## config.mk

```make
export PLATFORM = sky130hd
export DESIGN_NAME = stream_control
export DESIGN_NICKNAME = d
export VERILOG_FILES = /design/src/logic/fir_config_pkg.sv /design/src/logic/stream_control.sv
export SDC_FILE = /design/constraint.sdc
export NUM_CORES = 1
export LEC_CHECK = 0
export BUFFER_PORTS_ARGS = -buffer_cell sky130_fd_sc_hd__buf_4
export CORE_AREA = 2 2 39 41
export DETAILED_ROUTE_END_ITERATION = 10
export DIE_AREA = 0 0 41 43
export HOLD_SLACK_MARGIN = 0.1
export PLACE_DENSITY = 0.46
export SLEW_MARGIN = 20
export SYNTH_ARGS = -nofsm -noshare
export SYNTH_HDL_FRONTEND = slang
export SYNTH_SLANG_ARGS = --single-unit
```

## constraint.sdc

```tcl
create_clock -name clk -period 2.2 [get_ports clk]
set_input_delay 0.44 -clock clk [delete_from_list [all_inputs] [get_ports clk]]
set_output_delay 0.44 -clock clk [all_outputs]
set_load 0.05 [all_outputs]
```

## src/logic/fir_config_pkg.sv

```systemverilog
/*
 * Geometry and output scaling of the fifteen-tap linear-phase filter.
 * Pipeline depth is counted in advances from sample acceptance to the
 * output register.
 */
`default_nettype none

package fir_config_pkg;

    localparam int NUM_TAPS = 15;

    // Folded taps, one multiplier each
    localparam int NUM_COEFS = 8;

    localparam int PIPE_DEPTH = 6;

    // Accumulator bit that lands in output bit 0
    localparam int OUT_SHIFT = 16;

    // Symmetric clip levels
    localparam int SAT_POS = 131071;
    localparam int SAT_NEG = -131071;

endpackage

`default_nettype wire

```

## src/logic/stream_control.sv

```systemverilog
/*
 * Valid/ready flow control around the filter pipeline.
 * An accepted sample is the only thing that advances the datapath, and a
 * valid bit travels alongside it so the first results after reset stay
 * hidden until the pipeline has filled.
 */
`default_nettype none

module stream_control (
    input  wire logic clk,
    input  wire logic reset,
    input  wire logic in_valid,
    input  wire logic out_ready,
    output logic      in_ready,
    output logic      advance,
    output logic      out_valid
);
    import fir_config_pkg::*;

    // Last pipeline stage is out_valid itself
    logic [PIPE_DEPTH-2:0] valid_sr;

    assign in_ready = !out_valid || out_ready;
    assign advance  = in_valid && in_ready;

    always_ff @(posedge clk) begin
        if (reset) begin
            valid_sr  <= '0;
            out_valid <= 1'b0;
        end else if (advance) begin
            valid_sr  <= {valid_sr[PIPE_DEPTH-3:0], 1'b1};
            out_valid <= valid_sr[PIPE_DEPTH-2];
        end else if (out_ready) begin
            // Taken with nothing behind it
            out_valid <= 1'b0;
        end
    end

    // A result under back-pressure stays presented
    out_valid_held_when_stalled: assert property (
        @(posedge clk) disable iff (reset)
        out_valid && !out_ready |=> out_valid
    ) else $error("out_valid dropped under back-pressure");

    out_valid_rises_on_advance: assert property (
        @(posedge clk) disable iff (reset)
        !out_valid && !advance |=> !out_valid
    ) else $error("out_valid rose without an accepted sample");

endmodule

`default_nettype wire

```

==> flow_summary.json, run 1 <==
{
  "ys.warnings.count": 0,
  "clk_pin_slew_ns": 0.05,
  "final_util_pct": 22.88,
  "synth_area_leader_cell": "dfxtp_1",
  "maxCapViolations": 0,
  "setup_tns_ns": 0,
  "post-place-ws_ns": 0.6882,
  "setup_viol": 0,
  "postCtsHoldBufs": 0,
  "fin_total_pwr_uw": 234.1,
  "hold_slack_ns": 0.3917,
  "grt_max_degree": 8,
  "die_w_microns": 41,
  "rsz0062_at_grt": "false",
  "syn_avg_cell_area_sq_um": 10.92,
  "initial_utilization_pct": 17.36,
  "core_area_sq_um": 1384,
  "clk_path_buf_depth": 2,
  "skew_ns": 0.003160,
  "arrival_ns": 1.07,
  "cp-start-kind": "primary input",
  "fin_area_sq_um": 316.6,
  "wirelength_microns": 438,
  "io_pins": 7,
  "grt_usage_pct": 6.030,
  "grt_pass1_vias": 159,
  "ant_nets": 0,
  "synth_top_cell_area_share_pct": 50.00,
  "cts_tree": "done",
  "slew_headroom_pct": 92.37,
  "htreeDepth": 1,
  "ctsResizeCount": 0,
  "drive_above_1_share_pct": 36.67,
  "overflow": 0,
  "yosysUniqueCellTypes": 11,
  "die_h_microns": 43,
  "cts_setup_buffers": 0,
  "placed_area_sq_um": 294.0,
  "grt_pass1_wl_microns": 627,
  "layout_setup_ws_ns": 0.6911,
  "p_leak_nw": 0.1330,
  "max-vdd-ir-drop_mv": 0.3425,
  "min_period_ns": 1.509,
  "syn2layout_area_growth_pct": 31.77,
  "root_buffer": "clkbuf_4",
  "crit_type": "primary input to primary output",
  "worstHoldStart": "reset",
  "synth_area_sq_um": 240.2,
  "ff2ff_setup_slack_ns": 1.33,
  "status": "completed",
  "drv_slew": 0,
  "drt_iter0_markers": 1,
  "min_to": "out_valid$_SDFFE_PP0P_",
  "hold_viol": 0,
  "r2r-end": "valid_sr[2]$_SDFFE_PP0P_",
  "required_ns": 1.76,
  "r2r_start": "out_valid$_SDFFE_PP0P_",
  "hp-class": "primary input to register",
  "synthTopCellsByArea": "dfxtp_1 (50%), mux2i_1 (13%), nand2b_1 (10%), nand2b_4 (5.7%), buf_6 (4.7%)",
  "synth-seq-area-share_pct": 50.00,
  "routed-via-count": 182,
  "dp_cells": 43,
  "final_cells": 46,
  "synth_fp_nets": 26,
  "grt_antenna_before_repair": 0,
  "nets": 36,
  "critPathMaxFanout": 5,
  "powerDensity_nw_per_um2": 739.5,
  "finalCritPeriodShare_pct": 68.59,
  "cp-end-kind": "primary output",
  "post-dp-hpwl_microns": 339.7,
  "die_area_sq_um": 1763,
  "avgRoutedWirePerCell_microns": 9.522,
  "portBuffers": 6,
  "worst_r2r_path_depth": 3,
  "fillers": 155,
  "clock-sinks": 6,
  "drtPass1Iterations": 2,
  "synthCells": 22,
  "insertion_delay_ns": 0.24,
  "holdPathStages": 2,
  "drc": 0,
  "synth-seq-cells": 6,
  "tightest_slew_ns": 0.1113,
  "rows": 14,
  "gp_congestion": 0.5461,
  "fmax_mhz": 662.7,
  "antenna_cells": 0,
  "cts_buffers": 3,
  "vias_per_cell": 3.957
}
-- cell families after synthesis --
kind of cell    after synthesis  share of synthesized area [%]
simple gates                  9                          26.56
flops                         6                          50.00
compound gates                3                          6.248
mux                           3                          12.50
buf+inv                       1                          4.687
-- sequential cells by signal, indices dropped and copies added (netlist names) --
| register | count |
|---|---|
| valid_sr | 5 |
| out_valid | 1 |
-- synth_stat cells --
cell	count
dfxtp_1	6
nand2b_1	4
mux2i_1	3
a21oi_1	2
and2_4	1
buf_6	1
nand2_1	1
nand2b_4	1
nand4b_1	1
nor2_1	1
o21ai_0	1
-- worst max path at each step --
stage	start	end	slack (ns)	cells past startpoint
finish	out_ready	advance	0.69	4
detailed placement	out_ready	advance	0.69	4
floorplan	out_valid$_SDFFE_PP0P_	advance	0.51	3
global route	out_valid$_SDFFE_PP0P_	advance	0.66	3
global placement	out_ready	advance	0.70	4
CTS	out_valid$_SDFFE_PP0P_	advance	0.68	3
-- cells in the final DEF, fill, tap and decap left out --
cell      count
buf_4         6
dfxtp_1       6
nand2b_1      4
mux2i_1       3
clkbuf_4      3
a21oi_1       2
nand2b_4      1
and2_4        1
nand2_1       1
nand4b_1      1
o21ai_0       1
nor2_1        1
-- routing by layer --
metal / vias up / GRT usage (%) / share of wire, %
met5: - / 0 / 0
met4: 0 / 2.000 / 0
met3: 0 / 7.853 / 12
met2: 9 / 7.187 / 41
met1: 83 / 6.129 / 47
li1: 90 / - / -
-- worst max-delay path, cell delays in order --
cell and delay (ns):
buf_4 0.11, nand2b_4 0.15, and2_4 0.18, buf_4 0.19
-- cell type report --
type	count	area [sq um]	share of cell area (%)
multi-input combinational	15	108.9	34.39
clock buffer	3	22.52	7.115
sequential	6	120.1	37.94
tap	16	20.02	6.324
timing repair buffer	6	45.04	14.23
-- power breakdown --
| part | switching (mW) | leakage, nW | total, mW | internal [mW] |
|---|---|---|---|---|
| Combinational | 0.0101 | 0.0704 | 0.0206 | 0.0105 |
| Sequential | 0.00108 | 0.0489 | 0.113 | 0.112 |
| Clock | 0.0386 | 0.0138 | 0.100 | 0.0616 |
No activity file was read; power rests on OpenSTA's default activity.
==> run 2: changes to the inputs <==
--- a/config.mk
+++ b/config.mk
@@ -5,12 +5,13 @@
 export SDC_FILE = /design/constraint.sdc
 export NUM_CORES = 1
 export LEC_CHECK = 0
+export ABC_AREA = 1
 export BUFFER_PORTS_ARGS = -buffer_cell sky130_fd_sc_hd__buf_4
 export CORE_AREA = 2 2 39 41
 export DETAILED_ROUTE_END_ITERATION = 10
 export DIE_AREA = 0 0 41 43
 export HOLD_SLACK_MARGIN = 0.1
-export PLACE_DENSITY = 0.46
+export PLACE_DENSITY = 0.5
 export SLEW_MARGIN = 20
 export SYNTH_ARGS = -nofsm -noshare
 export SYNTH_HDL_FRONTEND = slang
==> constraint.sdc (replaced) <==
create_clock -name clk -period 1.5 [get_ports clk]
set_input_delay 0.3 -clock clk [delete_from_list [all_inputs] [get_ports clk]]
set_output_delay 0.3 -clock clk [all_outputs]
set_load 0.05 [all_outputs]
==> flow_summary.json, run 2 <==
{
  "status": "completed",
  "critPathTopFamily": "flip-flops",
  "critPathMaxFanout": 3,
  "setup_viol": 0,
  "die_h_microns": 43,
  "critical_path.slowest_cell": "dfxtp_2",
  "powerDensity_nw_per_um2": 1049,
  "postCtsHoldBufs": 0,
  "layout_setup_ws_ns": 0.2143,
  "ys.flop_type": "dfxtp_1",
  "synth_area_leader_cell": "dfxtp_1",
  "drc": 0,
  "fmax_mhz": 777.8,
  "synth_fp_nets": 40,
  "vias_per_cell": 3.783,
  "register_area_sq_um": 121.4,
  "crit_type": "register to primary output",
  "drive_above_1_share_pct": 43.18,
  "yosysUniqueCellTypes": 10,
  "min_period_ns": 1.286,
  "arrival_ns": 0.99,
  "async_reset_ff_share_pct": 0,
  "io_pins": 7,
  "post-dp-hpwl_microns": 357.4,
  "crit_chain": "nand2_2 -> nand2_2 -> clkinvlp_4 -> buf_4",
  "hold_viol": 0,
  "finalCritPeriodShare_pct": 85.72,
  "grt_usage_pct": 7.129,
  "required_ns": 1.20,
  "cts_setup_buffers": 0,
  "synthTopCellsByArea": "dfxtp_1 (42%), nand3_2 (10%), inv_1 (9.1%), buf_6 (7.8%), a21oi_1 (7.0%)",
  "initial_utilization_pct": 20.80,
  "htreeDepth": 1,
  "ctsResizeCount": 0,
  "max_stage_delay_ns": 0.32,
  "synth-seq-cells": 6,
  "p_leak_nw": 0.1725,
  "synthMostInstantiatedCell": "inv_1",
  "insertion_delay_ns": 0.24,
  "slew_headroom_pct": 90.34,
  "cts_buffers": 3,
  "layout_commonest_cell": "buf_4",
  "avgRoutedWirePerCell_microns": 7.683,
  "tightest_slew_ns": 0.1462,
  "grt_pass1_vias": 203,
  "drt_iter0_markers": 1,
  "grt_pass1_wl_microns": 793,
  "synth_edf_count": 0,
  "cp-start-kind": "register",
  "syn_avg_cell_area_sq_um": 7.994,
  "drtPass1Iterations": 4,
  "hp-class": "primary input to register",
  "synth_area_sq_um": 287.8,
  "ys.warnings.count": 0,
  "largest_reg_flops": 5,
  "syn2layout_area_growth_pct": 26.96,
  "core_area_sq_um": 1384,
  "routed-via-count": 227,
  "clk_path_buf_depth": 2,
  "reg_top3": "valid_sr (5), out_valid (1)",
  "skew_ns": 0.005717,
  "overflow": 0,
  "die_w_microns": 41,
  "clock-sinks": 6,
  "synthCells": 36,
  "root_buffer": "clkbuf_4",
  "max-vdd-ir-drop_mv": 0.4087,
  "setup_tns_ns": 0,
  "gp_congestion": 0.6333,
  "rsz0062_at_grt": "false",
  "multi_input_area_sq_um": 118.9,
  "ant_nets": 0,
  "regMostFlops": "valid_sr",
  "portBuffers": 6,
  "critPathBufInv": 2,
  "synth_top_cell_area_share_pct": 41.74,
  "grt_max_degree": 11,
  "synth-seq-area-share_pct": 41.74,
  "fillers": 152,
  "crit_top_cell": "nand2_2",
  "die_area_sq_um": 1763,
  "cts_tree": "done",
  "post-place-ws_ns": 0.3230,
  "antenna_cells": 0,
  "drv_slew": 0,
  "clk_pin_slew_ns": 0.05,
  "rows": 14,
  "cp-end-kind": "primary output",
  "nets": 50,
  "synthTopCellsByCount": "inv_1 (7), dfxtp_1 (6), nand2_1 (5), a21oi_1 (4), nor2_1 (4)",
  "maxCapViolations": 0,
  "grt_antenna_before_repair": 0,
  "mostFrequentLayoutCells": "buf_4 (7), inv_1 (6), nand2_1 (5), dfxtp_1 (5)",
  "wirelength_microns": 461
}
[run 2: cell type report]
class	count	share of cell area, %
clock buffer	3	6.164
inverter	7	8.219
sequential	6	33.22
multi-input combinational	21	32.53
tap	16	5.479
timing repair buffer	7	14.38
[run 2: final timing paths]
| path | from | end | slack (ns) | cells after the start |
|---|---|---|---|---|
| min reg2reg | valid_sr[4]$_SDFFE_PP0P_ | out_valid$_SDFFE_PP0P_ | 0.44 | 2 |
| max | out_valid$_SDFFE_PP0P_ | advance | 0.21 | 4 |
| min | reset | valid_sr[0]$_SDFFE_PP0P_ | 0.23 | 2 |
| max reg2reg | out_valid$_SDFFE_PP0P_ | valid_sr[2]$_SDFFE_PP0P_ | 0.63 | 4 |
[run 2: cell families (layout without fill, tap and decap cells)]
group | Yosys count | count (layout) | share of synthesized area [%]
AND/OR/NAND/NOR | 15 | 15 | 28.26
buffers and inverters | 9 | 17 | 16.96
AO/OA/AOI/OAI | 6 | 6 | 13.04
flip-flops | 6 | 6 | 41.74
[run 2: worst register-to-register path, delay by kind of cell, from the launching register on]
kind            cells  cell delay [ns]
flops               1             0.32
buf+inv             1             0.17
simple gates        2             0.13
compound gates      1             0.13
[run 2: stage by stage]
stage / instance area, sq um / hold slack (ns) / cells / util (%) / power (mW)
3_5_place_dp: 342.8 / 0.4526 / 57 / 24.77 / 0.2411
5_1_grt: 365.4 / 0.2202 / 60 / 26.40 / 0.4093
3_3_place_gp: 342.8 / 0.4422 / 57 / 24.77 / 0.2401
2_1_floorplan: 292.8 / 0.3617 / 36 / - / 0.2273
6_report: 365.4 / 0.2257 / 60 / 26.40 / 0.3831
4_1_cts: 365.4 / 0.2213 / 60 / 26.40 / 0.3906
[run 2: power by group]
| part | leakage, nW | switching [mW] | internal, mW |
|---|---|---|---|
| Combinational | 0.109 | 0.0366 | 0.0249 |
| Sequential | 0.0501 | 0.00471 | 0.171 |
| Clock | 0.0138 | 0.0557 | 0.0903 |
| Total | 0.173 | 0.0970 | 0.286 |
[run 2: routing by layer]
layer | global-route usage (%) | part of all wire [%] | vias up
met5 | 0 | 0 | -
met4 | 8.000 | 0 | 0
met3 | 3.141 | 7.6 | 0
met2 | 7.813 | 46 | 5
met1 | 9.003 | 46 | 95
li1 | - | - | 127
==> run 3: changes to the inputs <==
--- a/config.mk
+++ b/config.mk
@@ -11,7 +11,7 @@
 export DETAILED_ROUTE_END_ITERATION = 10
 export DIE_AREA = 0 0 41 43
 export HOLD_SLACK_MARGIN = 0.1
-export PLACE_DENSITY = 0.5
+export PLACE_DENSITY = 0.51
 export SLEW_MARGIN = 20
 export SYNTH_ARGS = -nofsm -noshare
 export SYNTH_HDL_FRONTEND = slang
==> constraint.sdc (replaced) <==
create_clock -name clk -period 1.1 [get_ports clk]
set_input_delay 0.22 -clock clk [delete_from_list [all_inputs] [get_ports clk]]
set_output_delay 0.22 -clock clk [all_outputs]
set_load 0.05 [all_outputs]
==> flow_summary.json, run 3 (same netlist as run 2, synthesis figures left out) <==
{
  "pwr-share-clk_pct": 39.7,
  "p_int_uw": 413.5,
  "die_w_microns": 41,
  "tightest_slew_ns": 0.1594,
  "final_util_pct": 30.38,
  "final_cells": 64,
  "max-vdd-ir-drop_mv": 0.6061,
  "powerDensity_nw_per_um2": 1344,
  "avgRoutedWirePerCell_microns": 8.703,
  "dp_cells": 57,
  "reg_top3": "valid_sr (5), out_valid (1)",
  "critPathMaxFanout": 3,
  "ff2ff_setup_slack_ns": 0.09,
  "worstHoldStart": "reset",
  "p_leak_nw": 0.1931,
  "r2r_start": "out_valid$_SDFFE_PP0P_",
  "arrival_ns": 0.98,
  "maxCapViolations": 0,
  "overflow": 0,
  "postCtsHoldBufs": 0,
  "drive_above_1_share_pct": 45.83,
  "insertion_delay_ns": 0.25,
  "finalCritPeriodShare_pct": 109.2,
  "grt_pass1_vias": 245,
  "grt_max_degree": 11,
  "drtPass1Iterations": 2,
  "cts_tree": "done",
  "clock-sinks": 6,
  "rows": 14,
  "hold_slack_ns": 0.1386,
  "pwr-share-seq_pct": 42.2,
  "grt_use_met1_pct": 10.00,
  "drc": 0,
  "clk_path_buf_depth": 2,
  "layout_commonest_cell": "buf_4",
  "syn2layout_area_growth_pct": 46.09,
  "clk_pin_slew_ns": 0.05,
  "p_comb_share_pct": 18.0,
  "p_switching_uw": 151.5,
  "core_area_sq_um": 1384,
  "antenna_cells": 0,
  "crit_type": "register to primary output",
  "io_pins": 7,
  "die_area_sq_um": 1763,
  "setup_viol": 1,
  "fillers": 148,
  "mostFrequentLayoutCells": "buf_4 (9), inv_1 (6), nand2_1 (5), dfxtp_1 (5)",
  "grt_antenna_before_repair": 0,
  "fin_area_sq_um": 420.4,
  "largest_reg_flops": 5,
  "portBuffers": 6,
  "use_met3_pct": 7.853,
  "placed_area_sq_um": 355.3,
  "skew_ns": 0.01095,
  "vias_per_cell": 4.016,
  "routed-via-count": 257,
  "initial_utilization_pct": 20.80,
  "drv_slew": 0,
  "root_buffer": "clkbuf_4",
  "status": "finished with violations",
  "busiest_layer": "met2",
  "wirelength_microns": 557,
  "rsz0062_at_grt": "true",
  "post-dp-hpwl_microns": 362.9,
  "required_ns": 0.88,
  "use_met2_pct": 11.88,
  "die_h_microns": 43,
  "grt_usage_pct": 9.347,
  "hold_viol": 0,
  "hp-class": "primary input to register",
  "layout_setup_ws_ns": -0.1016,
  "fin_total_pwr_uw": 565.1,
  "cp-end-kind": "primary output",
  "fmax_mhz": 832.3,
  "slew_headroom_pct": 89.36,
  "grt_pass1_wl_mm": 1.007,
  "htreeDepth": 1,
  "cp-startpoint": "out_valid$_SDFFE_PP0P_",
  "cp-start-kind": "register",
  "gp_congestion": 0.6663,
  "min_period_ns": 1.202,
  "violations": "negative setup slack",
  "ant_nets": 0,
  "p_sw_share_pct": 26.82,
  "drt_iter0_markers": 2,
  "cts_buffers": 3,
  "regMostFlops": "valid_sr",
  "nets": 53
}
==> run 3: cell types whose count changed in the layout (fill, tap and decap cells not counted) <==
cell,delta
buf_8,+1
dfxtp_2,-1
buf_4,+2
clkbuf_1,+1
dfxtp_4,+1
nand2_2,-2
nand2_8,+1
nand2_4,+1
==> run 3: cell type report <==
class	count	area, sq um	area share, %
clock buffer	4	26.28	6.250
tap	16	20.02	4.762
inverter	7	30.03	7.143
multi-input combinational	21	137.6	32.74
timing repair buffer	10	82.58	19.64
sequential	6	123.9	29.46
==> run 3: path summary, 6_finish.rpt <==
kind                            depth (start not counted)                  endpoint
worst max register to register                          5  valid_sr[4]$_SDFFE_PP0P_
worst max-delay path                                    4                   advance
worst min-delay path                                    2  valid_sr[0]$_SDFFE_PP0P_
worst min register to register                          2    out_valid$_SDFFE_PP0P_
==> run 3: critical path, cell delays in order, from the launching register on <==
cell and delay, ns:
dfxtp_4 0.37, nand2_8 0.06, nand2_4 0.07, clkinvlp_4 0.08, buf_8 0.15
==> run 3: per-stage QoR <==
step                      TNS (ns)  setup slack (ns)
final                      -0.1016           -0.1016
after global routing       -0.1552           -0.1410
after CTS                  -0.1165           -0.1151
after detailed placement         0           0.05116
after global placement           0           0.05299
after floorplan           -0.08235          -0.08235
==> run 3: routing by layer <==
| metal | share of wire (%) | wire length [microns] |
|---|---|---|
| met3 | 9.2 | 51 |
| met1 | 41 | 230 |
| met4 | 2.3 | 13 |
| met2 | 47 | 262 |
| met5 | 0 | 0 |
==> run 3: what timing repair did <==
item	4_1_cts	5_1_grt
pin swaps	2	1
setup endpoints to repair	2	2
setup buffers	2	1
resized for setup	3	0
==> run 3: power by group through the flow <==
stage	Clock, mW	Sequential, mW	Combinational (mW)
6_report	0.225	0.239	0.102
5_1_grt	0.247	0.239	0.114
4_1_cts	0.236	0.238	0.0983
3_5_place_dp	0	0.242	0.0886
3_3_place_gp	0	0.242	0.0874
2_1_floorplan	0	0.246	0.0674
