--- config.mk ---
export PLATFORM = sky130hd
export DESIGN_NAME = coef_bank
export DESIGN_NICKNAME = d
export VERILOG_FILES = /design/src/logic/fir_types_pkg.sv /design/src/logic/fir_config_pkg.sv /design/src/logic/coef_bank.sv
export SDC_FILE = /design/constraint.sdc
export NUM_CORES = 1
export LEC_CHECK = 0
export ABC_AREA = 1
export BUFFER_PORTS_ARGS = -buffer_cell sky130_fd_sc_hd__buf_2
export CORE_UTILIZATION = 50
export CTS_CLUSTER_SIZE = 28
export DETAILED_ROUTE_END_ITERATION = 12
export HOLD_SLACK_MARGIN = 0.15
export PLACE_DENSITY = 0.72
export SLEW_MARGIN = 0
export SYNTH_ARGS = -nofsm -noshare
export SYNTH_HDL_FRONTEND = slang
export SYNTH_SLANG_ARGS = --single-unit
--- constraint.sdc ---
create_clock -name clk -period 2.4 [get_ports clk]
set_clock_uncertainty 0.05 [all_clocks]
set_input_delay 0.12 -clock clk [delete_from_list [all_inputs] [get_ports clk]]
set_output_delay 0.12 -clock clk [all_outputs]
set_load 0.05 [all_outputs]
--- src/logic/fir_types_pkg.sv ---
/*
 * Datapath types for the symmetric FIR channel.
 * Sample and coefficient formats, the coefficient address and the
 * widths that grow through the pre-adders, multipliers and adder tree.
 */
`default_nettype none

package fir_types_pkg;

    // Q1.17 stream sample
    typedef logic signed [17:0] sample_t;

    // Q1.15 coefficient
    typedef logic signed [15:0] coef_t;

    // Index k weights taps k and 14-k, index 7 the centre tap
    typedef logic [2:0] coef_index_t;

    // Sum of a symmetric sample pair
    typedef logic signed [18:0] presum_t;

    // Full 18x18 product
    typedef logic signed [35:0] product_t;

    // Sum of eight products
    typedef logic signed [42:0] acc_t;

endpackage

`default_nettype wire

--- src/logic/fir_config_pkg.sv ---
/*
 * Geometry and output scaling of the fifteen-tap linear-phase filter.
 * Pipeline depth is counted in advances from sample acceptance to the
 * output register.
 */
`default_nettype none

package fir_config_pkg;

    localparam int NUM_TAPS = 15;

    // Folded taps, one multiplier each
    localparam int NUM_COEFS = 8;

    localparam int PIPE_DEPTH = 6;

    // Accumulator bit that lands in output bit 0
    localparam int OUT_SHIFT = 16;

    // Symmetric clip levels
    localparam int SAT_POS = 131071;
    localparam int SAT_NEG = -131071;

endpackage

`default_nettype wire

--- src/logic/coef_bank.sv ---
/*
 * Double-buffered coefficient store.
 * The host writes shadow registers one address per cycle, then a single
 * commit pulse copies the whole shadow set into the active set that the
 * filter multiplies with.
 */
`default_nettype none

module coef_bank (
    input  wire logic                       clk,
    input  wire logic                       reset,
    input  wire logic                       coef_we,
    input  wire fir_types_pkg::coef_index_t coef_addr,
    input  wire fir_types_pkg::coef_t       coef_data,
    input  wire logic                       coef_commit,
    output fir_types_pkg::coef_t            coef_active [fir_config_pkg::NUM_COEFS]
);
    import fir_types_pkg::*;
    import fir_config_pkg::*;

    coef_t shadow [NUM_COEFS];

    always_ff @(posedge clk) begin
        if (reset) begin
            for (int i = 0; i < NUM_COEFS; i++) begin
                shadow[i]      <= '0;
                coef_active[i] <= '0;
            end
        end else begin
            if (coef_we) begin
                shadow[coef_addr] <= coef_data;
            end
            // Snapshot of the old shadow set, a same-cycle write waits
            if (coef_commit) begin
                coef_active <= shadow;
            end
        end
    end

endmodule

`default_nettype wire

==> reports/qor.txt, run 1 <==
R2R setup slack: 1.21 ns
DP HPWL: 14,200 um
most frequent cells in the layout: sky130_fd_sc_hd__nor2_1 (512), sky130_fd_sc_hd__dfxtp_1 (256), sky130_fd_sc_hd__buf_2 (149)
overall via count from detail_route: 8,444
RR Endpoint: shadow[31]
average detailed-routed wire length per instance: 15.0 um
total cell area at the placement stage: 10,200 um^2
Hold Violations, Final: 0
wire length of the first global-routing pass: 40,000 um
pins over their slew limit: 0
Min Clock Period, post-route: 2.17 ns
floorplan die height: 140 um
critical path startpoint category: input pin
GR met1 Demand/Resource: 33.7%
Placer Congestion: 0.741
Setup crit end kind: register
cells taking the most area after synthesis: sky130_fd_sc_hd__dfxtp_1 (54%), sky130_fd_sc_hd__nor2_1 (20%), sky130_fd_sc_hd__o21ai_0 (6.7%), sky130_fd_sc_hd__nand3_1 (5.9%), sky130_fd_sc_hd__nand2_1 (5.8%)
total number of nets in the final design: 1,424
share of the synthesized area in the top cell type: 53.9%
M2 GR Usage: 41.6%
grt ovf: 0
TritonCTS clock tree: yes
number of top-level pins: 151
Syn Inst Count: 1,281
total die area: 19,600 um^2
CTS Buf Count: 26
post-synthesis sequential area ratio: 53.9%
summed area of non-filler cells in the final layout: 11,300 um^2
Synth Warn #: 0
met3 Use GR: 3.42%
required time worst endpoint: 2.76 ns
Site Rows: 50
slew at the pin closest to its max-slew limit: 0.837 ns
Netlist cell types: 14
critical register-to-register path startpoint: shadow[31]
fmax: 460 MHz
buffer levels on the longest clock path: 3
Post-Syn Area: 9510 um^2
worst-path fanout max: 48
die width: 140 um
Peak supply drop: 0.591 mV
htree depth: 1
cell type contributing the most total cell area after synthesis: sky130_fd_sc_hd__dfxtp_1
Power per Cell Area: 879 nW/um^2
count of cells resized by post-cts repair: 0
unrepaired setup endpoints after global routing: false
maximum number of pins on one net before global-route repair: 129
router iterations before antenna repair: 5
termination of the worst setup path: shadow[33]
remaining design rule violation count: 0
start-to-end type of the worst setup path: in -> reg
Mean Syn Cell Area: 7.42 um^2
final clock period utilization by the worst path: 90.6%
remaining number of nets flagged by the antenna check after routing: 0
number of vias per cell: 5.10
Syn Nets: 1,304
fraction of final layout cells with drive strength greater than 1: 15.6%
Initial Util: 51.0%
total routing usage reported by global routing: 25.2%
overall power consumption: 9.93 mW
total of buffers placed on input and output ports: 150
layer carrying the most global-route usage: met2
register bit total from synthesis: 256
critical path data arrival time: 2.53 ns
type of the worst min-delay path: in -> reg
max-capacitance violation count: 0
depth of the most critical reg-to-reg path: 3
number of sinks on the clock net: 256
most common library cell in the layout ignoring fill and taps: sky130_fd_sc_hd__nor2_1
Setup Buffers After CTS: 0
result of the run: finished clean
Std-Cell Core Area: 18,600 um^2
leakage power: 5.17 nW
final routed wirelength across all metal layers: 24,900 um
drt initial violations: 750
cell at the root of the clock tree: sky130_fd_sc_hd__clkbuf_16
antenna violations before repair: 1
post-route setup TNS: 0 ns
number of endpoints failing setup at the final stage: 0
max-slew headroom at the worst pin: 44.1%
number of global-route vias before repair: 7,898
clk_lat worst skew: 0.53 ns
number of hold buffers added after cts: 18
worst setup path start: coef_we
area added between synthesis and finish: 18.8%
clock transition time at the flip-flop clock pins of the worst setup and hold paths: 0.06 ns
layer usage:
| metal | up-vias | wire length, um |
|---|---|---|
| li1 | 4260 | - |
| met1 | 3889 | 11200 |
| met2 | 258 | 11700 |
| met3 | 37 | 1330 |
| met4 | 0 | 621 |
| met5 | - | 0 |
synthesized netlist by cell type:
master / instances
sky130_fd_sc_hd__nor2_1: 515
sky130_fd_sc_hd__dfxtp_1: 256
sky130_fd_sc_hd__nand2_1: 148
sky130_fd_sc_hd__o21ai_0: 128
sky130_fd_sc_hd__nand3_1: 112
sky130_fd_sc_hd__clkbuf_1: 34
sky130_fd_sc_hd__buf_2: 27
sky130_fd_sc_hd__inv_1: 20
sky130_fd_sc_hd__buf_6: 12
sky130_fd_sc_hd__nor2_4: 9
sky130_fd_sc_hd__buf_4: 8
sky130_fd_sc_hd__buf_1: 6
sky130_fd_sc_hd__inv_2: 4
sky130_fd_sc_hd__nand2_4: 2
worst min path at each step:
stage	start	to	slack [ns]	cells past startpoint
5_1_grt	coef_data[6]	shadow[38]	0.16	5
3_3_place_gp	shadow[58]	coef_active[58]	0.41	2
6_report	coef_data[6]	shadow[6]	0.17	5
2_1_floorplan	coef_addr[0]	shadow[127]	0.32	4
3_5_place_dp	shadow[52]	coef_active[52]	0.42	2
4_1_cts	coef_data[6]	shadow[6]	0.15	5
per-stage QoR:
step / utilization, % / hold slack [ns] / instances / setup slack, ns
final: 60.6 / 0.171 / 1656 / 0.225
after global routing: 60.6 / 0.165 / 1656 / 0.140
after CTS: 60.6 / 0.151 / 1655 / 0.282
after detailed placement: 54.8 / 0.420 / 1589 / 0.891
after global placement: 54.8 / 0.413 / 1589 / 0.936
after floorplan: - / 0.319 / 1281 / 1.43
critical path: stages:
cell,delay (ns)
sky130_fd_sc_hd__buf_2,0.09
sky130_fd_sc_hd__dlygate4sd3_1,0.66
sky130_fd_sc_hd__nand2_4,0.16
sky130_fd_sc_hd__inv_2,0.65
sky130_fd_sc_hd__nand3_1,0.15
sky130_fd_sc_hd__nand2_1,0.09
sky130_fd_sc_hd__nor2_1,0.04
sky130_fd_sc_hd__dlygate4sd3_1,0.56
flip-flops by register name, summed over array words and instances, names as in the netlist:
register / flops
coef_active: 128
shadow: 128
cells by family after synthesis:
kind of cell / share of synthesized area (%)
flops: 53.9
simple gates: 33.4
buf+inv: 6.00
compound gates: 6.74
cell type report:
cell class,count,area [um^2]
sequential,256,5120
fill,1745,7350
inverter,24,97.6
tap,234,293
antenna,1,2.50
multi-input combinational,914,3820
clock inverter,6,80.1
timing repair buffer,179,1070
clock buffer,42,812
power by group:
part	internal (mW)	switching [mW]	total [mW]
clock	2.52	1.64	4.16
combinational	0.297	0.930	1.23
sequential	4.44	0.0968	4.54
No activity file was read; power rests on OpenSTA's default activity.
==> run 2, diff against run 1 <==
ABC_AREA = 0   (was 1)
==> run 2 against run 1 <==
Flip-flop and latch count unchanged. Clock-buffer cell count down 3. Combinational power down 56%. Largest cell class unchanged.
==> reports/qor.txt, run 2 <==
CTS Buf Count: 26 (unchanged)
start-to-end type of the worst setup path: in -> reg (unchanged)
number of top-level pins: 151 (unchanged)
worst-path fanout max: 91 (was 48)
leakage power: 5.64 nW (was 5.17 nW)
Syn Inst Count: 867 (was 1,281)
TritonCTS clock tree: yes (unchanged)
DP HPWL: 13,100 um (was 14,200 um)
overall via count from detail_route: 6,175 (was 8,444)
htree depth: 1 (unchanged)
drt initial violations: 379 (was 750)
antenna violations before repair: 0 (was 1)
Synth Warn #: 0 (unchanged)
CP peak stage delay: 0.67 ns (was 0.66 ns)
Post-Syn Area: 9540 um^2 (was 9510 um^2)
most common flop cell mapped by yosys: sky130_fd_sc_hd__dfxtp_1 (unchanged)
clk_lat worst skew: 0.52 ns (was 0.53 ns)
Min Clock Period, post-route: 1.66 ns (was 2.17 ns)
wire length of the first global-routing pass: 33,100 um (was 40,000 um)
clock transition time at the flip-flop clock pins of the worst setup and hold paths: 0.06 ns (about the same)
total of buffers placed on input and output ports: 150 (unchanged)
post-route setup TNS: 0 ns (unchanged)
Post-synth EDFFs: 0 (unchanged)
final routed wirelength across all metal layers: 21,200 um (was 24,900 um)
number of vias per cell: 4.98 (was 5.10)
cell at the root of the clock tree: sky130_fd_sc_hd__clkbuf_16 (unchanged)
Initial Util: 51.0% (about the same)
Mean Syn Cell Area: 11.0 um^2 (was 7.42 um^2)
floorplan die height: 140 um (about the same)
remaining design rule violation count: 0 (unchanged)
count of cells resized by post-cts repair: 0 (unchanged)
Netlist cell types: 14 (unchanged)
average detailed-routed wire length per instance: 17.1 um (was 15.0 um)
Setup crit end kind: register (unchanged)
final clock period utilization by the worst path: 69.3% (was 90.6%)
total number of nets in the final design: 1,013 (was 1,424)
result of the run: finished clean (unchanged)
cell type contributing the most total cell area after synthesis: sky130_fd_sc_hd__dfxtp_1 (unchanged)
type of the worst min-delay path: in -> reg (unchanged)
Hold Violations, Final: 0 (unchanged)
Site Rows: 50 (unchanged)
slew at the pin closest to its max-slew limit: 0.773 ns (was 0.837 ns)
Std-Cell Core Area: 18,700 um^2 (was 18,600 um^2)
most frequent cells in the layout: sky130_fd_sc_hd__mux2i_1 (256), sky130_fd_sc_hd__dfxtp_1 (256), sky130_fd_sc_hd__buf_2 (148) (was sky130_fd_sc_hd__nor2_1 (512), sky130_fd_sc_hd__dfxtp_1 (256), sky130_fd_sc_hd__buf_2 (149))
pins over their slew limit: 0 (unchanged)
cells taking the most area after synthesis: sky130_fd_sc_hd__dfxtp_1 (54%), sky130_fd_sc_hd__mux2i_1 (27%), sky130_fd_sc_hd__nand2b_1 (9.4%), sky130_fd_sc_hd__nor2_1 (5.0%), sky130_fd_sc_hd__buf_2 (1.6%) (was sky130_fd_sc_hd__dfxtp_1 (54%), sky130_fd_sc_hd__nor2_1 (20%), sky130_fd_sc_hd__o21ai_0 (6.7%), sky130_fd_sc_hd__nand3_1 (5.9%), sky130_fd_sc_hd__nand2_1 (5.8%))
critical path startpoint category: input pin (unchanged)
largest registers: coef_active x128, shadow x128 (unchanged)
Min Hold Slack: 0.180 ns (was 0.171 ns)
category of cells accounting for the largest share of critical-path delay: buffers and inverters (unchanged)
remaining number of nets flagged by the antenna check after routing: 0 (unchanged)
router iterations before antenna repair: 4 (was 5)
number of sinks on the clock net: 256 (unchanged)
max-capacitance violation count: 0 (unchanged)
number of buffer and inverter instances along the worst setup path: 3 (was 4)
Syn Nets: 890 (was 1,304)
diode insertion count for antenna repair: 0 (was 1)
Placer Congestion: 0.720 (was 0.741)
critical path data arrival time: 1.97 ns (was 2.53 ns)
number of global-route vias before repair: 6,021 (was 7,898)
max-slew headroom at the worst pin: 48.5% (was 44.1%)
die width: 140 um (about the same)
required time worst endpoint: 2.71 ns (was 2.76 ns)
slowest cell on the critical path: sky130_fd_sc_hd__buf_4 (was sky130_fd_sc_hd__dlygate4sd3_1)
share of the synthesized area in the top cell type: 53.7% (was 53.9%)
list of most frequent post-synthesis cells: sky130_fd_sc_hd__dfxtp_1 (256), sky130_fd_sc_hd__mux2i_1 (256), sky130_fd_sc_hd__nand2b_1 (144) (was sky130_fd_sc_hd__nor2_1 (515), sky130_fd_sc_hd__dfxtp_1 (256), sky130_fd_sc_hd__nand2_1 (148))
grt ovf: 0 (unchanged)
number of endpoints failing setup at the final stage: 0 (unchanged)
Power per Cell Area: 775 nW/um^2 (was 879 nW/um^2)
maximum number of pins on one net before global-route repair: 107 (was 129)
fmax: 601 MHz (was 460 MHz)
area added between synthesis and finish: 17.7% (was 18.8%)
cell chain of the critical path: dlygate4sd3_1 > buf_6 > buf_4 > nand2b_1 > mux2i_1 (was buf_2 > dlygate4sd3_1 > nand2_4 > inv_2 > nand3_1 > nand2_1 > nor2_1 > dlygate4sd3_1)
register bit total from synthesis: 256 (unchanged)
unrepaired setup endpoints after global routing: false (unchanged)
Peak supply drop: 0.536 mV (was 0.591 mV)
buffer levels on the longest clock path: 3 (unchanged)
total die area: 19,600 um^2 (about the same)
asr flop ratio synth: 0% (unchanged)
fraction of final layout cells with drive strength greater than 1: 20.3% (was 15.6%)
post-synthesis sequential area ratio: 53.7% (was 53.9%)
total routing usage reported by global routing: 21.6% (was 25.2%)
-- run 2: per-stage QoR --
stage / setup slack [ns] / cell area [um^2] / util (%) / instances / power (mW)
floorplan: 1.36 / 9540 / - / 867 / 4.84
global placement: 0.815 / 10400 / 55.4 / 1190 / 4.98
detailed placement: 0.803 / 10400 / 55.4 / 1190 / 4.98
CTS: 0.763 / 11200 / 60.1 / 1239 / 8.78
global route: 0.594 / 11200 / 60.1 / 1239 / 8.98
finish: 0.737 / 11200 / 60.1 / 1239 / 8.70
-- run 2: path summary, 6_finish.rpt --
check,start,endpoint,slack (ns),cells past startpoint
max,reset,shadow[49],0.74,5
min,coef_data[15],shadow[95],0.18,3
max reg2reg,coef_active[58],coef_active[58],1.64,2
min reg2reg,shadow[53],shadow[53],0.42,2
-- run 2: final cells by class --
class	count	area (um^2)
clock inverters	4	20.0
flip-flops and latches	256	5120
clock buffers	39	791
well taps	234	293
fillers	1548	7470
multi-input cells	536	4040
repair buffers	170	966
-- run 2: cell families after synthesis --
| logic type | after synthesis | synth area share, % |
|---|---|---|
| buf+inv | 75 | 4.06 |
| flops | 256 | 53.7 |
| mux | 256 | 26.8 |
| simple gates | 280 | 15.4 |
-- run 2: metal layers --
metal | global-route usage [%] | vias up | part of all wire [%]
met4 | 5.32 | 0 | 1.3
met1 | 30.7 | 2919 | 49
met3 | 3.59 | 25 | 4.8
met2 | 34.3 | 136 | 45
met5 | 0 | - | 0
li1 | - | 3095 | -
-- run 2: worst register-to-register path: cells and delay by family, from the launching register on --
kind             cells  cell delay [ns]
AND/OR/NAND/NOR      1             0.06
flip-flops           1             0.34
multiplexers         1             0.16
-- run 2: power by group --
part / internal (mW) / switching, mW
Sequential: 4.32 / 0.0377
Clock: 2.25 / 1.56
Combinational: 0.196 / 0.341
Total: 6.76 / 1.94
-- run 2: what timing repair did --
| action | in CTS | in global routing |
|---|---|---|
| setup buffers | 0 | 0 |
| hold endpoints to repair | 71 | 0 |
| hold buffers | 6 | 0 |
==> run 3, diff against run 2 <==
PLACE_DENSITY = 0.75   (was 0.72)
clock period = 1.4 ns   (was 2.4 ns; I/O delays follow)
==> run 3 against run 2 <==
Critical path depth unchanged. Hold slack better by 0.20 ns. Non-clock buffer count up 137. Clock-buffer cell count up 3. Register-to-register slack worse by 1.5 ns. Largest cell class unchanged.
==> reports/qor.txt, run 3 (synthesis results as in run 2) <==
max-slew headroom at the worst pin: 54.9% (was 48.5%)
M2 GR Usage: 39.8% (was 34.3%)
total number of nets in the final design: 1,150 (was 1,013)
post-route setup TNS: 0 ns (unchanged)
pins over their slew limit: 0 (unchanged)
total of buffers placed on input and output ports: 150 (unchanged)
remaining design rule violation count: 0 (unchanged)
total cell area at the placement stage: 10,600 um^2 (was 10,400 um^2)
worst-path fanout max: 33 (was 91)
required time worst endpoint: 1.74 ns (was 2.71 ns)
Setup crit end kind: register (unchanged)
leakage power: 6.06 nW (was 5.64 nW)
number of sinks on the clock net: 256 (unchanged)
unrepaired setup endpoints after global routing: false (unchanged)
RR Endpoint: coef_active[83] (was coef_active[58])
wire length of the first global-routing pass: 37,100 um (was 33,100 um)
DP HPWL: 13,500 um (was 13,100 um)
worst path setup slack after routing: 0.0567 ns (was 0.737 ns)
maximum number of pins on one net before global-route repair: 83 (was 107)
type of the worst min-delay path: in -> reg (unchanged)
Power per Cell Area: 1220 nW/um^2 (was 775 nW/um^2)
slew at the pin closest to its max-slew limit: 0.677 ns (was 0.773 ns)
TritonCTS clock tree: yes (unchanged)
Std-Cell Core Area: 18,700 um^2 (unchanged)
fmax: 744 MHz
router iterations before antenna repair: 5 (was 4)
clk_lat worst skew: 0.52 ns (about the same)
Min Hold Slack: 0.379 ns (was 0.180 ns)
clock transition time at the flip-flop clock pins of the worst setup and hold paths: 0.06 ns (about the same)
start-to-end type of the worst setup path: in -> reg (unchanged)
fraction of final layout cells with drive strength greater than 1: 20.5% (was 20.3%)
drt initial violations: 490 (was 379)
critical path data arrival time: 1.68 ns (was 1.97 ns)
final clock period utilization by the worst path: 95.9%
min-delay src: reset (was coef_data[15])
worst setup path start: coef_commit (was reset)
Peak supply drop: 0.837 mV (was 0.536 mV)
remaining number of nets flagged by the antenna check after routing: 0 (unchanged)
floorplan die height: 140 um (unchanged)
layer carrying the most global-route usage: met2 (unchanged)
most frequent cells in the layout: sky130_fd_sc_hd__mux2i_1 (256), sky130_fd_sc_hd__dfxtp_1 (256), sky130_fd_sc_hd__buf_2 (148) (unchanged)
CTS Buf Count: 26 (unchanged)
pre-CTS setup slack: 0.283 ns (was 0.803 ns)
R2R setup slack: 0.12 ns (was 1.64 ns)
Hold Violations, Final: 0 (unchanged)
number of top-level pins: 151 (unchanged)
htree depth: 1 (unchanged)
total die area: 19,600 um^2 (unchanged)
cell at the root of the clock tree: sky130_fd_sc_hd__clkbuf_16 (unchanged)
WHS Path Cells: 3 (unchanged)
diode insertion count for antenna repair: 0 (unchanged)
overall via count from detail_route: 6,900 (was 6,175)
largest registers: coef_active x128, shadow x128 (unchanged)
fill cell instance count of the final layout: 1,429 (was 1,548)
final routed wirelength across all metal layers: 23,800 um (was 21,200 um)
area added between synthesis and finish: 32.6% (was 17.7%)
met3 Use GR: 3.76% (was 3.59%)
average detailed-routed wire length per instance: 17.2 um (was 17.1 um)
number of endpoints failing setup at the final stage: 0 (unchanged)
die width: 140 um (unchanged)
number of global-route vias before repair: 6,766 (was 6,021)
GR met1 Demand/Resource: 33.4% (was 30.7%)
number of standard cells in the final layout excluding fillers: 1,380 (was 1,239)
Min Clock Period, post-route: 1.34 ns
number of vias per cell: 5.00 (was 4.98)
result of the run: finished clean (unchanged)
critical path startpoint category: input pin (unchanged)
number of instances in the placed design: 1,216 (was 1,190)
depth of the most critical reg-to-reg path: 3 (was 2)
critical register-to-register path startpoint: shadow[83] (was coef_active[58])
max-capacitance violation count: 0 (unchanged)
Placer Congestion: 0.739 (was 0.720)
buffer levels on the longest clock path: 3 (unchanged)
sink of the worst hold path: coef_active[8] (was shadow[95])
Initial Util: 51.0% (unchanged)
Site Rows: 50 (unchanged)
summed area of non-filler cells in the final layout: 12,700 um^2 (was 11,200 um^2)
grt ovf: 0 (unchanged)
antenna violations before repair: 0 (unchanged)
total routing usage reported by global routing: 24.3% (was 21.6%)
run 3: cell types whose count changed in the layout (fill, tap and decap cells not counted), sizes merged:
cell / previous run / this run
buf: 164 / 190
clkinvlp: 0 / 1
clkbuf: 39 / 42
dlymetal6s4s: 0 / 3
dlygate4sd3: 6 / 114
run 3: layout make-up:
type	count	area, um^2	share of cell area, %
clock buffer	42	842	6.65
clock inverter	5	27.5	0.217
multi-input combinational	536	4040	31.9
sequential	256	5120	40.5
tap	234	293	2.31
timing repair buffer	307	2330	18.4
run 3: how the worst max path moves through the flow:
stage                             endpoint  cells past startpoint
final                      coef_active[89]                      5
after detailed placement        shadow[38]                      4
after global placement          shadow[38]                      4
after floorplan           coef_active[101]                      4
after global routing       coef_active[67]                      5
after CTS                  coef_active[20]                      5
run 3: metrics by stage:
| stage | total power [mW] | util (%) |
|---|---|---|
| 2_1_floorplan | 8.30 | - |
| 3_3_place_gp | 8.60 | 56.7 |
| 3_5_place_dp | 8.61 | 56.7 |
| 4_1_cts | 15.6 | 67.5 |
| 5_1_grt | 16.0 | 67.7 |
| 6_report | 15.5 | 67.7 |
run 3: critical path, stage by stage:
cell                            delay [ns]
sky130_fd_sc_hd__buf_6                0.10
sky130_fd_sc_hd__buf_12               0.24
sky130_fd_sc_hd__dlygate4sd3_1        0.94
sky130_fd_sc_hd__mux2i_1              0.24
sky130_fd_sc_hd__nor2_1               0.06
run 3: repair_timing:
item | 4_1_cts | 5_1_grt
hold buffers | 115 | 3
gates resized for setup | 0 | 3
endpoints found under the hold margin | 256 | 3
setup buffers | 0 | 0
endpoints found under the setup margin | 0 | 27
run 3: layer usage:
layer,up-vias,part of all wire (%)
met5,-,0
met4,0,2.0
met3,36,4.5
met2,170,46
met1,3315,47
li1,3379,-
run 3: report_power, final:
| part | internal, mW | switching (mW) | total, mW |
|---|---|---|---|
| Combinational | 0.491 | 0.637 | 1.13 |
| Sequential | 7.40 | 0.0681 | 7.47 |
| Clock | 4.09 | 2.79 | 6.88 |
| Total | 12.0 | 3.49 | 15.5 |
